==> src/cpu_config.svh <==
`ifndef CPU_CONFIG_SVH
`define CPU_CONFIG_SVH

// datapath width and register file size
`define CPU_XLEN 32
`define CPU_NREGS 32
`define CPU_REG_ABITS $clog2(`CPU_NREGS)

// memory depths in words
`define CPU_IMEM_WORDS 256
`define CPU_DMEM_WORDS 1024
`define CPU_IMEM_ABITS $clog2(`CPU_IMEM_WORDS)
`define CPU_DMEM_ABITS $clog2(`CPU_DMEM_WORDS)

// byte address into a data memory of 4-byte words
`define CPU_DADDR_BITS (`CPU_DMEM_ABITS + 2)

`define CPU_RESET_PC 32'h0000_0000

`endif

==> src/cpu_pkg.sv <==
`default_nettype none

package cpu_pkg;

	typedef struct packed {
		logic       rsv;
		logic [5:0] opcode;
		logic [4:0] rt;
		logic [4:0] ra;
		logic [4:0] rb;
		logic [4:0] fill;
		logic [4:0] sub;
	} instr_t;

	// major opcodes in bits 30..25
	typedef enum logic [5:0] {
		OP_LWI     = 6'b000010,
		OP_SWI     = 6'b001010,
		OP_TY_LS   = 6'b011100,
		OP_TY_BASE = 6'b100000,
		OP_MOVI    = 6'b100010,
		OP_ADDI    = 6'b101000,
		OP_XORI    = 6'b101011,
		OP_ORI     = 6'b101100
	} opcode_e;

	typedef enum logic [4:0] {
		BS_ADD   = 5'b00000,
		BS_SUB   = 5'b00001,
		BS_AND   = 5'b00010,
		BS_XOR   = 5'b00011,
		BS_OR    = 5'b00100,
		BS_SLLI  = 5'b01000,
		BS_SRLI  = 5'b01001,
		BS_ROTRI = 5'b01011
	} base_sub_e;

	typedef enum logic [7:0] {
		LS_LW = 8'b0000_0010,
		LS_SW = 8'b0000_1010
	} ls_sub_e;

	// nine alu operations
	typedef enum logic [3:0] {
		ALU_PASS_B,
		ALU_ADD,
		ALU_SUB,
		ALU_AND,
		ALU_OR,
		ALU_XOR,
		ALU_SRL,
		ALU_SLL,
		ALU_ROTR
	} alu_op_e;

	typedef enum logic [1:0] {IMM_REG, IMM_5, IMM_15, IMM_20} imm_sel_e;
	typedef enum logic {EXT_SIGN, EXT_ZERO} imm_ext_e;
	typedef enum logic {ADDR_IMM, ADDR_REG} addr_sel_e;

	typedef struct packed {
		alu_op_e   alu_op;
		imm_sel_e  imm_sel;
		imm_ext_e  imm_ext;
		addr_sel_e addr_sel;
		logic      reg_write;
		logic      mem_to_reg;
		logic      mem_read;
		logic      mem_write;
	} ctrl_t;

	typedef enum logic [1:0] {FETCH_REQ, FETCH_LATCH, EXECUTE, WRITEBACK} phase_e;

endpackage

`default_nettype wire

==> src/controller.sv <==
`timescale 1ns/1ps
`default_nettype none

module controller import cpu_pkg::*; (
	input  wire logic   clock,
	input  wire logic   reset,
	input  wire logic   hold,
	input  wire instr_t ir,
	output logic        im_read,
	output logic        ir_load,
	output logic        pc_advance,
	output logic        execute,
	output logic        writeback,
	output ctrl_t       ctrl
);

	phase_e phase;
	phase_e phase_next;
	logic   run;
	logic   active;
	logic [7:0] ls_sub;

	// one cycle of idle after reset or load before the first fetch
	always_ff @(posedge clock or posedge reset) begin
		if (reset) begin
			run <= 1'b0;
		end else begin
			run <= !hold;
		end
	end

	always_comb begin
		case (phase)
			FETCH_REQ:   phase_next = FETCH_LATCH;
			FETCH_LATCH: phase_next = EXECUTE;
			EXECUTE:     phase_next = WRITEBACK;
			default:     phase_next = FETCH_REQ;
		endcase
	end

	always_ff @(posedge clock or posedge reset) begin
		if (reset) begin
			phase <= FETCH_REQ;
		end else if (hold) begin
			phase <= FETCH_REQ;
		end else if (run) begin
			phase <= phase_next;
		end
	end

	assign active     = run && !hold;
	assign im_read    = active && (phase == FETCH_REQ);
	assign ir_load    = active && (phase == FETCH_LATCH);
	assign pc_advance = active && (phase == FETCH_LATCH);
	assign execute    = active && (phase == EXECUTE);
	assign writeback  = active && (phase == WRITEBACK);

	// load/store sub-opcode spans bits 7..0
	assign ls_sub = {ir.fill[2:0], ir.sub};

	always_comb begin
		ctrl = '{
			alu_op:     ALU_PASS_B,
			imm_sel:    IMM_REG,
			imm_ext:    EXT_SIGN,
			addr_sel:   ADDR_IMM,
			reg_write:  1'b0,
			mem_to_reg: 1'b0,
			mem_read:   1'b0,
			mem_write:  1'b0
		};
		case (ir.opcode)
			OP_TY_BASE: begin
				ctrl.reg_write = 1'b1;
				case (ir.sub)
					BS_ADD: ctrl.alu_op = ALU_ADD;
					BS_SUB: ctrl.alu_op = ALU_SUB;
					BS_AND: ctrl.alu_op = ALU_AND;
					BS_OR:  ctrl.alu_op = ALU_OR;
					BS_XOR: ctrl.alu_op = ALU_XOR;
					BS_SRLI: begin
						ctrl.alu_op  = ALU_SRL;
						ctrl.imm_sel = IMM_5;
					end
					BS_SLLI: begin
						ctrl.alu_op  = ALU_SLL;
						ctrl.imm_sel = IMM_5;
					end
					BS_ROTRI: begin
						ctrl.alu_op  = ALU_ROTR;
						ctrl.imm_sel = IMM_5;
					end
					default: ctrl.reg_write = 1'b0;
				endcase
			end
			OP_ADDI: begin
				ctrl.alu_op    = ALU_ADD;
				ctrl.imm_sel   = IMM_15;
				ctrl.reg_write = 1'b1;
			end
			OP_ORI: begin
				ctrl.alu_op    = ALU_OR;
				ctrl.imm_sel   = IMM_15;
				ctrl.imm_ext   = EXT_ZERO;
				ctrl.reg_write = 1'b1;
			end
			OP_XORI: begin
				ctrl.alu_op    = ALU_XOR;
				ctrl.imm_sel   = IMM_15;
				ctrl.imm_ext   = EXT_ZERO;
				ctrl.reg_write = 1'b1;
			end
			OP_MOVI: begin
				ctrl.imm_sel   = IMM_20;
				ctrl.reg_write = 1'b1;
			end
			OP_LWI: begin
				ctrl.imm_sel    = IMM_15;
				ctrl.mem_read   = 1'b1;
				ctrl.mem_to_reg = 1'b1;
				ctrl.reg_write  = 1'b1;
			end
			OP_SWI: begin
				ctrl.imm_sel   = IMM_15;
				ctrl.mem_write = 1'b1;
			end
			OP_TY_LS: begin
				ctrl.addr_sel = ADDR_REG;
				case (ls_sub)
					LS_LW: begin
						ctrl.mem_read   = 1'b1;
						ctrl.mem_to_reg = 1'b1;
						ctrl.reg_write  = 1'b1;
					end
					LS_SW: ctrl.mem_write = 1'b1;
					default: ;
				endcase
			end
			// anything else retires as a no-op
			default: ;
		endcase
	end

endmodule

`default_nettype wire

==> config.mk <==
export PLATFORM = sky130hd
export DESIGN_NAME = controller
export DESIGN_NICKNAME = d
export VERILOG_FILES = /design/src/cpu_config.svh /design/src/cpu_pkg.sv /design/src/controller.sv
export SDC_FILE = /design/constraint.sdc
export NUM_CORES = 1
export LEC_CHECK = 0
export BUFFER_PORTS_ARGS = -buffer_cell sky130_fd_sc_hd__buf_2
export CORE_AREA = 5 5 46 48
export DETAILED_ROUTE_END_ITERATION = 7
export DIE_AREA = 0 0 51 53
export PLACE_DENSITY = 0.74
export SLEW_MARGIN = 20
export SYNTH_ARGS = -nofsm -noshare
export SYNTH_HDL_FRONTEND = slang
export SYNTH_SLANG_ARGS = --single-unit
==> constraint.sdc <==
create_clock -name clock -period 1.8 [get_ports clock]
set_input_delay 0.09 -clock clock [delete_from_list [all_inputs] [get_ports clock]]
set_output_delay 0.09 -clock clock [all_outputs]
set_load 0.005 [all_outputs]
[Word level (Yosys, flattened, before mapping)]
Cells that the tools add are included.
Storage, ports and cells
  flip-flop bits (word level): 3
  word-level logic and storage cells: 51
Cells by class
  equality and inequality tests: 20
  muxes and demuxes: 15
  reduce and logical (&&, ||, !) cells: 14
Operators by type and width (number)
  4-bit one-hot mux with 8 select lines: 1
  6-bit equality test, second input constant: 5
  4-bit one-hot mux with 4 select lines: 1
  5-bit by 4-bit equality test with 1-bit output, second input constant: 3
  2-bit one-hot mux with 3 select lines: 2
  5-bit by 2-bit equality test with 1-bit output, second input constant: 2
  5-bit OR reduction: 2
  8-bit by 2-bit equality test with 1-bit output, second input constant: 1
  8-bit by 4-bit equality test with 1-bit output, second input constant: 1
  8-bit OR reduction: 1
  6-bit by 2-bit equality test with 1-bit output, second input constant: 1
  6-bit by 4-bit equality test with 1-bit output, second input constant: 1
  6-bit by 5-bit equality test with 1-bit output, second input constant: 1
  5-bit by 1-bit equality test with 1-bit output, second input constant: 1
  5-bit by 3-bit equality test with 1-bit output, second input constant: 1
  1-bit logical AND: 5
  5-bit zero test: 1
  1-bit 2-to-1 mux: 5
  2-bit equality test, second input constant: 2
  2-bit 2-to-1 mux: 2
  2-bit one-hot mux with 2 select lines: 1
  3-bit 2-to-1 mux: 1
  1-bit one-hot mux with 3 select lines: 1
  3-bit OR reduction: 1
  6 further kinds: 6

[Depth between registers and ports, before layout]
Gate-level depths: netlist (run 1).
  depth in word-level cells: 4
  depth in mapped cells: 5
  depth with buffers taken out: 4

[Worst setup path before layout (run 1)]
Ideal clock, no wire load.
  kind: in2out
  start point: input ir[26] (netlist name)
  end point: output ctrl[2] (netlist name)
  arrival: 1495 ps
  data required time: 1710 ps
  slack: 215 ps
  cell stages on the path: 5
  buffers on the path: 1
  cells stage by stage: nand2b_1 > or4_4 > or4_4 > o41ai_1 > buf_4
RTL lines
  start, declared: line controller.sv:8  | input wire instr_t ir,
  end, declared: line controller.sv:14  | output ctrl_t ctrl

==> key figures, run 1 <==
Status
  • Run status: completed

Timing
  • Final slew viol count: 0
  • Unrepaired setup endpoints after global routing: no
  • Worst Hold Margin: between 0.05 and 0.06 ns
  • Hold violation total from the final report: 0
  • Final worst slack: between 0.09 and 0.1 ns
  • Min cycle time layout: 1.71 ns
  • Highest clock frequency the design can meet: about 600 MHz
  • Final number of setup-violating endpoints: 0
  • Setup total negative slack: 0 ns
  • Transition time of the tightest slew-check pin: 0.348 ns
  • Max-Slew Margin vs Limit: about three quarters
  • Clock Skew: 0.00338 ns
  • Final worst path period share: 94.9%

Layout
  • Fraction of final layout cells sized beyond drive strength 1: roughly two fifths
  • Count of nets after finishing: 150
  • Synth-to-Final Area Change: 40.6%
  • Most common cell after layout, fill and taps aside: sky130_fd_sc_hd__buf_2
  • Post-layout instance count excluding filler cells: about 130
  • Multi-input combinational cell area: between 400 and 500 µm²
  • Area used by sequential logic in the layout: about 75 µm²
  • # fillers: 160
  • Non-Filler Cell Area, Final: between 700 and 800 µm²
  • Antenna diode instance count: 0
  • Commonest non-fill, non-tap cells in the layout: 33 x sky130_fd_sc_hd__buf_2, 9 x sky130_fd_sc_hd__nand2_1, 5 x sky130_fd_sc_hd__nor2_1, 5 x sky130_fd_sc_hd__inv_1

Synthesis
  • Net Count, Synth: around 110
  • Primary FF master, synth: sky130_fd_sc_hd__dfrtp_1
  • Sequential fraction of the synthesis area: between 10 and 15%
  • Synthesis Warnings: 0
  • Mean Syn Cell Area: roughly 7.3 µm²
  • Post-synthesis instance area: ~540 µm²
  • Unique cell type count in the Yosys netlist: 35
  • Number of synthesized register bits: 3
  • Count of flip-flops with a built-in enable after synthesis: 0
  • Async SR Flop Fraction: 100%
  • Cells after Synth: 74

Detailed routing
  • Residual DRC: 0
  • Routed Antenna Nets: 0
  • Final wirelength: around 1500 µm
  • Via count normalized by instance count: about 5.0
  • Via count of the routed design: around 630
  • Detailed Routing Iterations Pass 1: 4
  • 1st-iter DRT viols: 12
  • Routed len/inst: ~12 µm

CTS
  • Clock buffer depth: 2
  • Cell chosen for the clock root: sky130_fd_sc_hd__clkbuf_4
  • Clock insertion delay at the later pin of the skew report: ~0.23 ns
  • Sink Count: 3
  • # H-tree levels: 1
  • Number of buffers created by CTS: 3
  • Clock input transition at the sequential cells of the worst setup and hold paths: 0.03 ns
  • Clock tree from TritonCTS: yes

Die
  • Initial Utilization: between 30% and 40%
  • Die W: around 51 µm
  • Floorplan Core Area: around 1700 µm²
  • Rows: 15
  • Number of ports placed on the die boundary: 52
  • Overall die area: 2700 µm²
  • Floorplan die height: about 53 µm

Power
  • Pleak: 0.000413 µW
  • Share of total power in sequential cells: about a quarter
  • Sw power: around 95 µW
  • Switching power as a share of total power: between 30% and 40%
  • Power density over the cells: ~400 nW/µm²
  • Clock share of power: 38.9%
  • Internal power of the cells: 204 µW
  • Worst voltage drop across the vdd grid: about 0.00025 V
  • Combinational group share of total power: between 30% and 40%

Global routing
  • Via count of the first global-routing pass: 628
  • GR Util met3: under 10%
  • Largest net degree at the start of global routing: 11
  • Global-route met2 utilization: a little under a fifth
  • Total congestion overflow: 0
  • Busiest grt layer: met2
  • All-Layer GR Usage: around 12%
  • Wire length of the first global-routing pass: ~2500 µm
  • Global routing usage on met1: between 10% and 20%
  • Number of antenna violations at the first check in global routing: 0

Setup path
  • Critical path class: input port to primary output
  • Startpoint of the most critical setup path: ir[26]
  • Worst EP required: 1.71 ns
  • Destination of the worst register-to-register timing path: phase[1]
  • CP endpoint: ctrl[1]
  • Critical path peak fanout: 3
  • Flop2flop setup slack: slightly above 0.7 ns
  • Kind of launch point of the worst setup path: input port
  • RR Startpoint: phase[0]
  • Length in cells of the worst reg-to-reg path: 4
  • Critical path endpoint category: primary output
  • Data arrival at the endpoint of the critical path: 1.62 ns

Placement
  • Half-perimeter wire length after placement: ~1200 µm
  • Pre-CTS worst setup slack: around 0.063 ns
  • Total placed instance area: ~700 µm²
  • RD Place Congestion: 0.781
  • Placed cells: ~120
  • Number of buffers added on ports: 33

Min path
  • Hold Path Class: input port to flip-flop

Job
  • Maximum capacitance violations: 0
[layout make-up]
| type | count | area share (%) |
|---|---|---|
| Multi-Input combinational cell | 63 | 57.0 |
| Timing Repair Buffer | 35 | 24.2 |
| Sequential cell | 3 | 9.95 |
| Clock buffer | 4 | 3.48 |
| Tap cell | 17 | 2.82 |
| Inverter | 5 | 2.49 |
[stage by stage]
stage / total power (µW) / utilization (%)
floorplan: 131 / -
global placement: 177 / 42.6
detailed placement: 181 / 42.6
CTS: 303 / 44.8
global route: 326 / 45.2
finish: 299 / 45.2
[sequential cells by signal (all words and copies together) (netlist names)]
register  flops
phase         2
run           1
[synthesized netlist by cell type, types with 2 or more instances]
master                     n  share of area (%)
sky130_fd_sc_hd__and2_1    4                4.7
sky130_fd_sc_hd__and3_1    2                2.3
sky130_fd_sc_hd__buf_4     2                2.8
sky130_fd_sc_hd__dfrtp_1   3                 14
sky130_fd_sc_hd__ha_1      4                9.3
sky130_fd_sc_hd__inv_1     5                3.5
sky130_fd_sc_hd__mux2i_1   2                3.7
sky130_fd_sc_hd__nand2_1   9                6.3
sky130_fd_sc_hd__nand2b_1  2                2.3
sky130_fd_sc_hd__nor2_1    5                3.5
sky130_fd_sc_hd__nor2b_1   4                4.7
sky130_fd_sc_hd__nor3_1    3                2.8
sky130_fd_sc_hd__nor4_1    2                2.3
sky130_fd_sc_hd__o21ai_0   2                1.9
sky130_fd_sc_hd__o22ai_1   2                2.3
sky130_fd_sc_hd__or2_2     2                2.3
sky130_fd_sc_hd__or4_4     2                4.2
sky130_fd_sc_hd__or4b_1    2                3.7
[cells by family (layout without fill, tap and decap cells)]
family | after synthesis | in the layout | synth area share (%)
simple gates | 44 | 44 | 49.2
compound gates | 12 | 12 | 15.2
buf+inv | 8 | 44 | 6.99
fa+ha+maj | 4 | 4 | 9.32
flops | 3 | 3 | 14.0
mux | 2 | 2 | 3.73
xor+xnor | 1 | 1 | 1.63
[worst max-delay path, cell delays in order]
cell                       delay (ns)
sky130_fd_sc_hd__buf_2           0.10
sky130_fd_sc_hd__nand2b_1        0.15
sky130_fd_sc_hd__or4_4           0.49
sky130_fd_sc_hd__or4_4           0.50
sky130_fd_sc_hd__o41ai_1         0.09
sky130_fd_sc_hd__buf_2           0.18
[power by group through the flow]
stage          combinational, µW  clock (µW)  sequential [µW]
2_1_floorplan               53.2           0             78.2
3_3_place_gp                97.5           0             79.1
3_5_place_dp                 101           0             79.7
4_1_cts                      103         121             78.9
5_1_grt                      118         128             79.9
6_report                     104         116             78.7
[repair_timing]
action | in CTS | in global routing
hold buffers | 1 | 0
resized for setup | 0 | 1
setup endpoints to repair | 0 | 1
buffers inserted | 0 | 0
endpoints found under the hold margin | 3 | 0
[per-layer routing]
layer	vias to the layer above	share of wire (%)
li1	334	-
met4	0	1.1
met3	2	5.8
met5	-	0
met2	19	48
met1	279	45
[how the worst min path moves through the flow]
stage / startpoint / end / slack (ns) / cells past startpoint
floorplan: reset / phase[0] / -0.16 / 1
global placement: reset / run / -0.05 / 2
detailed placement: reset / phase[0] / -0.04 / 2
CTS: hold / run / 0.05 / 2
global route: hold / run / 0.06 / 2
finish: hold / run / 0.06 / 2
Power figures use the tool's default switching activity.
==> inputs of run 2 (changes only) <==
--- a/config.mk
+++ b/config.mk
@@ -5,10 +5,11 @@
 export SDC_FILE = /design/constraint.sdc
 export NUM_CORES = 1
 export LEC_CHECK = 0
-export BUFFER_PORTS_ARGS = -buffer_cell sky130_fd_sc_hd__buf_2
+export BUFFER_PORTS_ARGS = -buffer_cell sky130_fd_sc_hd__clkbuf_2
 export CORE_AREA = 5 5 46 48
 export DETAILED_ROUTE_END_ITERATION = 7
 export DIE_AREA = 0 0 51 53
+export MAX_ROUTING_LAYER = met4
 export PLACE_DENSITY = 0.74
 export SLEW_MARGIN = 20
 export SYNTH_ARGS = -nofsm -noshare
==> key figures, run 2 (synthesis results as in run 1) <==
Detailed routing
  • Residual DRC: 0
  • Final wirelength: approximately 1500 µm
  • Detailed Routing Iterations Pass 1: 4
  • Via count normalized by instance count: a little over 5
  • Routed Antenna Nets: 0
  • Routed len/inst: between 10 and 15 µm
  • Via count of the routed design: roughly 660
  • 1st-iter DRT viols: 4

Power
  • Sw power: 94.4 µW
  • Combinational group share of total power: roughly a third
  • Internal power of the cells: ~200 µW
  • Pleak: a little over 0.0004 µW
  • Switching power as a share of total power: 31.7%
  • Clock share of power: roughly two fifths
  • Worst voltage drop across the vdd grid: about 0.00024 V
  • Share of total power in sequential cells: a little over a quarter
  • Power density over the cells: 395 nW/µm²
  • Final Total Pwr: between 200 and 300 µW

Timing
  • Transition time of the tightest slew-check pin: 0.393 ns
  • Final slew viol count: 0
  • Min cycle time layout: roughly 1.7 ns
  • Final number of setup-violating endpoints: 0
  • Hold violation total from the final report: 0
  • Final worst path period share: between 90% and 100%
  • Max-Slew Margin vs Limit: around three quarters
  • Setup total negative slack: 0 ns
  • Highest clock frequency the design can meet: slightly below 600 MHz
  • Clock Skew: roughly 0.0029 ns
  • Unrepaired setup endpoints after global routing: no

Global routing
  • Via count of the first global-routing pass: 602
  • Number of antenna violations at the first check in global routing: 0
  • Largest net degree at the start of global routing: 11
  • Wire length of the first global-routing pass: 2460 µm
  • Total congestion overflow: 0
  • All-Layer GR Usage: roughly an eighth

Layout
  • Non-Filler Cell Area, Final: around 750 µm²
  • Antenna diode instance count: 0
  • Synth-to-Final Area Change: 40.6%
  • Most common cell after layout, fill and taps aside: sky130_fd_sc_hd__clkbuf_2
  • Largest Register: phase
  • Flip-flop count of the largest register, all copies and words added: 2
  • Commonest non-fill, non-tap cells in the layout: 33 x sky130_fd_sc_hd__clkbuf_2, 9 x sky130_fd_sc_hd__nand2_1, 5 x sky130_fd_sc_hd__nor2_1, 5 x sky130_fd_sc_hd__inv_1
  • Largest registers: phase x2, run x1
  • Fraction of final layout cells sized beyond drive strength 1: 39.1%
  • Count of nets after finishing: 150

CTS
  • # H-tree levels: 1
  • Clock input transition at the sequential cells of the worst setup and hold paths: about 0.03 ns
  • Sink Count: 3
  • Clock insertion delay at the later pin of the skew report: 0.23 ns
  • Post-CTS setup buffer count: 0
  • Clock tree from TritonCTS: yes
  • Clock buffer depth: 2
  • Cell chosen for the clock root: sky130_fd_sc_hd__clkbuf_4
  • Number of buffers created by CTS: 3

Placement
  • RD Place Congestion: about 0.8
  • Half-perimeter wire length after placement: roughly 1300 µm
  • Total placed instance area: roughly 710 µm²
  • Number of buffers added on ports: 33

Min path
  • Number of stages on the worst hold path: 2
  • Hold Path Class: input port to flip-flop

Setup path
  • Critical path endpoint category: primary output
  • Data arrival at the endpoint of the critical path: between 1.5 and 2 ns
  • Worst EP required: 1.71 ns
  • Critical path class: input port to primary output
  • Kind of launch point of the worst setup path: input port
  • Length in cells of the worst reg-to-reg path: 4
  • Critical path peak fanout: 3

Die
  • Initial Utilization: about a third
  • Number of ports placed on the die boundary: 52
  • Floorplan Core Area: about 1700 µm²
  • Overall die area: around 2700 µm²
  • Floorplan die height: ~53 µm
  • Die W: about 50 µm
  • Rows: 15

Job
  • Maximum capacitance violations: 0

Status
  • Run status: completed
run 2: per-stage QoR:
stage / instances / utilization [%] / setup slack, ns / hold WS, ns
2_1_floorplan: 74 / - / 0.215 / -0.156
3_3_place_gp: 122 / 42.6 / 0.0824 / -0.0670
3_5_place_dp: 122 / 42.6 / 0.0388 / -0.0592
4_1_cts: 127 / 44.8 / 0.0421 / 0.0527
5_1_grt: 127 / 45.2 / 0.0147 / 0.0703
6_report: 127 / 45.2 / 0.0933 / 0.0613
run 2: power groups by stage:
stage          Sequential [µW]  Combinational, µW  Clock [µW]
2_1_floorplan             78.2               53.2           0
3_3_place_gp              79.1               97.5           0
6_report                  78.7                103         116
4_1_cts                   78.6                103         122
3_5_place_dp              79.5                101           0
5_1_grt                   79.9                118         131
run 2: area by class of cell:
type,instances,area [µm²]
sequential,3,75.1
timing repair buffer,35,183
tap,17,21.3
fill,172,916
inverter,5,18.8
clock buffer,4,26.3
multi-input combinational,63,430
run 2: repair_timing:
item	CTS	global route
setup endpoints to repair	0	1
endpoints found under the hold margin	3	0
hold buffers	1	0
resized for setup	0	1
run 2: critical path: stages:
cell and delay (ns):
sky130_fd_sc_hd__clkbuf_2 0.09, sky130_fd_sc_hd__nand2b_1 0.15, sky130_fd_sc_hd__or4_4 0.50, sky130_fd_sc_hd__or4_4 0.50
sky130_fd_sc_hd__o41ai_1 0.10, sky130_fd_sc_hd__clkbuf_2 0.19
run 2: worst paths after layout:
check                         start       end  slack (ns)
min in group asynchronous     reset  phase[0]        0.25
max                          ir[26]   ctrl[2]        0.09
max in group asynchronous     reset  phase[1]        1.42
min                            hold       run        0.06
max reg2reg                phase[0]  phase[1]        0.74
min reg2reg                     run  phase[0]        0.51
run 2: layer usage:
| layer | vias to the layer above | share of wire, % | track usage, % |
|---|---|---|---|
| met1 | 303 | 45 | 15.0 |
| met4 | 0 | 0 | 5.38 |
| met5 | - | 0 | - |
| met3 | 0 | 5.3 | 2.54 |
| met2 | 18 | 50 | 19.3 |
| li1 | 336 | - | - |
==> inputs of run 3 (changes only) <==
--- a/config.mk
+++ b/config.mk
@@ -6,11 +6,13 @@
 export NUM_CORES = 1
 export LEC_CHECK = 0
 export BUFFER_PORTS_ARGS = -buffer_cell sky130_fd_sc_hd__clkbuf_2
-export CORE_AREA = 5 5 46 48
+export CORE_AREA = 5 5 44 46
+export CTS_BUF_LIST = sky130_fd_sc_hd__clkbuf_4 sky130_fd_sc_hd__clkbuf_8 sky130_fd_sc_hd__clkbuf_16
 export DETAILED_ROUTE_END_ITERATION = 7
-export DIE_AREA = 0 0 51 53
+export DIE_AREA = 0 0 49 51
 export MAX_ROUTING_LAYER = met4
-export PLACE_DENSITY = 0.74
+export PLACE_DENSITY = 0.8
+export RECOVER_POWER = 25
 export SLEW_MARGIN = 20
 export SYNTH_ARGS = -nofsm -noshare
 export SYNTH_HDL_FRONTEND = slang
==> constraint.sdc (replaced) <==
create_clock -name clock -period 2.2 [get_ports clock]
set_input_delay 0.11 -clock clock [delete_from_list [all_inputs] [get_ports clock]]
set_output_delay 0.11 -clock clock [all_outputs]
set_load 0.005 [all_outputs]
==> key figures, run 3 (synthesis results as in run 1) <==
Placement
  • RD Place Congestion: around 0.85
  • Half-perimeter wire length after placement: about 1200 µm
  • Number of buffers added on ports: 33
  • Placed cells: between 100 and 150

Die
  • Initial Utilization: a little over a third
  • Floorplan Core Area: ~1500 µm²
  • Overall die area: 2500 µm²
  • Rows: 14
  • Floorplan die height: approximately 50 µm
  • Number of ports placed on the die boundary: 52
  • Die W: between 40 and 50 µm

CTS
  • CTS Hold Bufs: 1
  • Cell chosen for the clock root: sky130_fd_sc_hd__clkbuf_4
  • Sink Count: 3
  • Clock insertion delay at the later pin of the skew report: about 0.23 ns
  • # resized after CTS: 0
  • Number of buffers created by CTS: 3
  • # H-tree levels: 1
  • Clock input transition at the sequential cells of the worst setup and hold paths: 0.03 ns
  • Post-CTS setup buffer count: 0
  • Clock buffer depth: 2
  • Clock tree from TritonCTS: yes

Layout
  • Fraction of final layout cells sized beyond drive strength 1: 36.7%
  • Largest Register: phase
  • Post-layout instance count excluding filler cells: 125
  • Count of nets after finishing: 149
  • Synth-to-Final Area Change: 38.0%
  • Flip-flop count of the largest register, all copies and words added: 2
  • Most common cell after layout, fill and taps aside: sky130_fd_sc_hd__clkbuf_2
  • Largest registers: phase x2, run x1
  • Commonest non-fill, non-tap cells in the layout: 31 x sky130_fd_sc_hd__clkbuf_2, 9 x sky130_fd_sc_hd__nand2_1, 5 x sky130_fd_sc_hd__nor2_1, 5 x sky130_fd_sc_hd__inv_1
  • Antenna diode instance count: 0

Min path
  • Startpoint of the worst hold path: hold
  • Hold Path Class: input port to flip-flop

Setup path
  • Worst-path cell with the longest stage delay: sky130_fd_sc_hd__or4_4
  • Critical path endpoint category: primary output
  • Biggest cell delay along the critical path: 0.51 ns
  • Startpoint of the most critical setup path: ir[26]
  • Family with the most delay on the worst path: simple AND/OR/NAND/NOR gates
  • Kind of launch point of the worst setup path: input port
  • CP most frequent cell: sky130_fd_sc_hd__or4_4
  • Sequence of cells on the critical path: clkbuf_1, nand2b_1, or4_4, or4_4, o41ai_1, clkbuf_2
  • Data arrival at the endpoint of the critical path: around 1.7 ns
  • Critical path class: input port to primary output
  • Crit path buffers/inverters: 2
  • Worst EP required: about 2.1 ns
  • Critical path peak fanout: 6
  • RR Startpoint: phase[0]

Power
  • Pleak: 0.000395 µW
  • Switching power as a share of total power: ~30%
  • Worst voltage drop across the vdd grid: approximately 0.00026 V
  • Share of total power in sequential cells: 25.5%
  • Clock share of power: between 40% and 50%
  • Combinational group share of total power: 32.2%
  • Power density over the cells: 342 nW/µm²
  • Sw power: 76.0 µW
  • Internal power of the cells: ~180 µW

Detailed routing
  • Detailed Routing Iterations Pass 1: 4
  • Final wirelength: between 1000 and 1500 µm
  • Residual DRC: 0
  • Via count normalized by instance count: roughly 5.2
  • Via count of the routed design: between 600 and 700
  • Routed len/inst: between 10 and 15 µm
  • 1st-iter DRT viols: 9
  • Routed Antenna Nets: 0

Global routing
  • Number of antenna violations at the first check in global routing: 0
  • Via count of the first global-routing pass: between 600 and 700
  • All-Layer GR Usage: around an eighth
  • Largest net degree at the start of global routing: 11
  • Wire length of the first global-routing pass: 2510 µm
  • Total congestion overflow: 0

Timing
  • Hold violation total from the final report: 0
  • Highest clock frequency the design can meet: around 550 MHz
  • Final slew viol count: 0
  • Max-Slew Margin vs Limit: 70.9%
  • Final number of setup-violating endpoints: 0
  • Unrepaired setup endpoints after global routing: no
  • Clock Skew: about 0.0044 ns
  • Setup total negative slack: 0 ns
  • Transition time of the tightest slew-check pin: 0.432 ns
  • Final worst path period share: a little over four fifths
  • Min cycle time layout: 1.83 ns

Job
  • Maximum capacitance violations: 0

Status
  • Run status: completed
==> run 3: path summary, 6_finish.rpt <==
| kind | end | slack, ns | cells past startpoint |
|---|---|---|---|
| max in group asynchronous | run | 1.80 | 3 |
| hold reg to reg | phase[0] | 0.51 | 1 |
| setup / recovery | ctrl[1] | 0.37 | 6 |
| hold / removal | run | 0.10 | 2 |
| min in group asynchronous | phase[1] | 0.27 | 3 |
| setup reg to reg | phase[1] | 1.16 | 4 |
==> run 3: stage by stage <==
step	cell area [µm²]	utilization, %	power, µW	hold WS [ns]	worst slack [ns]
finish	741	50.3	253	0.103	0.366
floorplan	537	-	108	-0.136	0.575
global placement	703	47.8	143	-0.0428	0.439
CTS	743	50.5	260	0.0778	0.389
global route	741	50.3	277	0.115	0.273
detailed placement	703	47.8	146	-0.0428	0.385
==> run 3: power by group through the flow <==
| stage | Sequential [µW] | Clock [µW] | Combinational, µW |
|---|---|---|---|
| final | 64.4 | 107 | 81.5 |
| after floorplan | 64.0 | 0 | 43.5 |
| after global placement | 64.7 | 0 | 77.9 |
| after CTS | 64.4 | 113 | 82.5 |
| after global routing | 65.3 | 118 | 93.9 |
| after detailed placement | 65.1 | 0 | 80.9 |
==> run 3: area by class of cell <==
cell class,count,area (µm²)
inverters,5,18.8
well taps,16,20.0
clock buffers,4,30.0
flip-flops and latches,3,75.1
multi-input cells,63,424
repair buffers,34,173
fillers,162,731
==> run 3: worst reg2reg max path, cell delays in order (launching register included) <==
cell and delay, ns:
sky130_fd_sc_hd__dfrtp_1 0.38, sky130_fd_sc_hd__inv_1 0.08, sky130_fd_sc_hd__ha_1 0.28, sky130_fd_sc_hd__mux2i_1 0.13
sky130_fd_sc_hd__nor2_1 0.05
==> run 3: per-layer routing <==
metal	vias to the layer above	routed length [µm]	track usage [%]
met3	0	152	5.23
met2	25	712	19.8
met5	-	0	-
met1	289	528	12.8
met4	0	0	8.07
li1	337	-	-
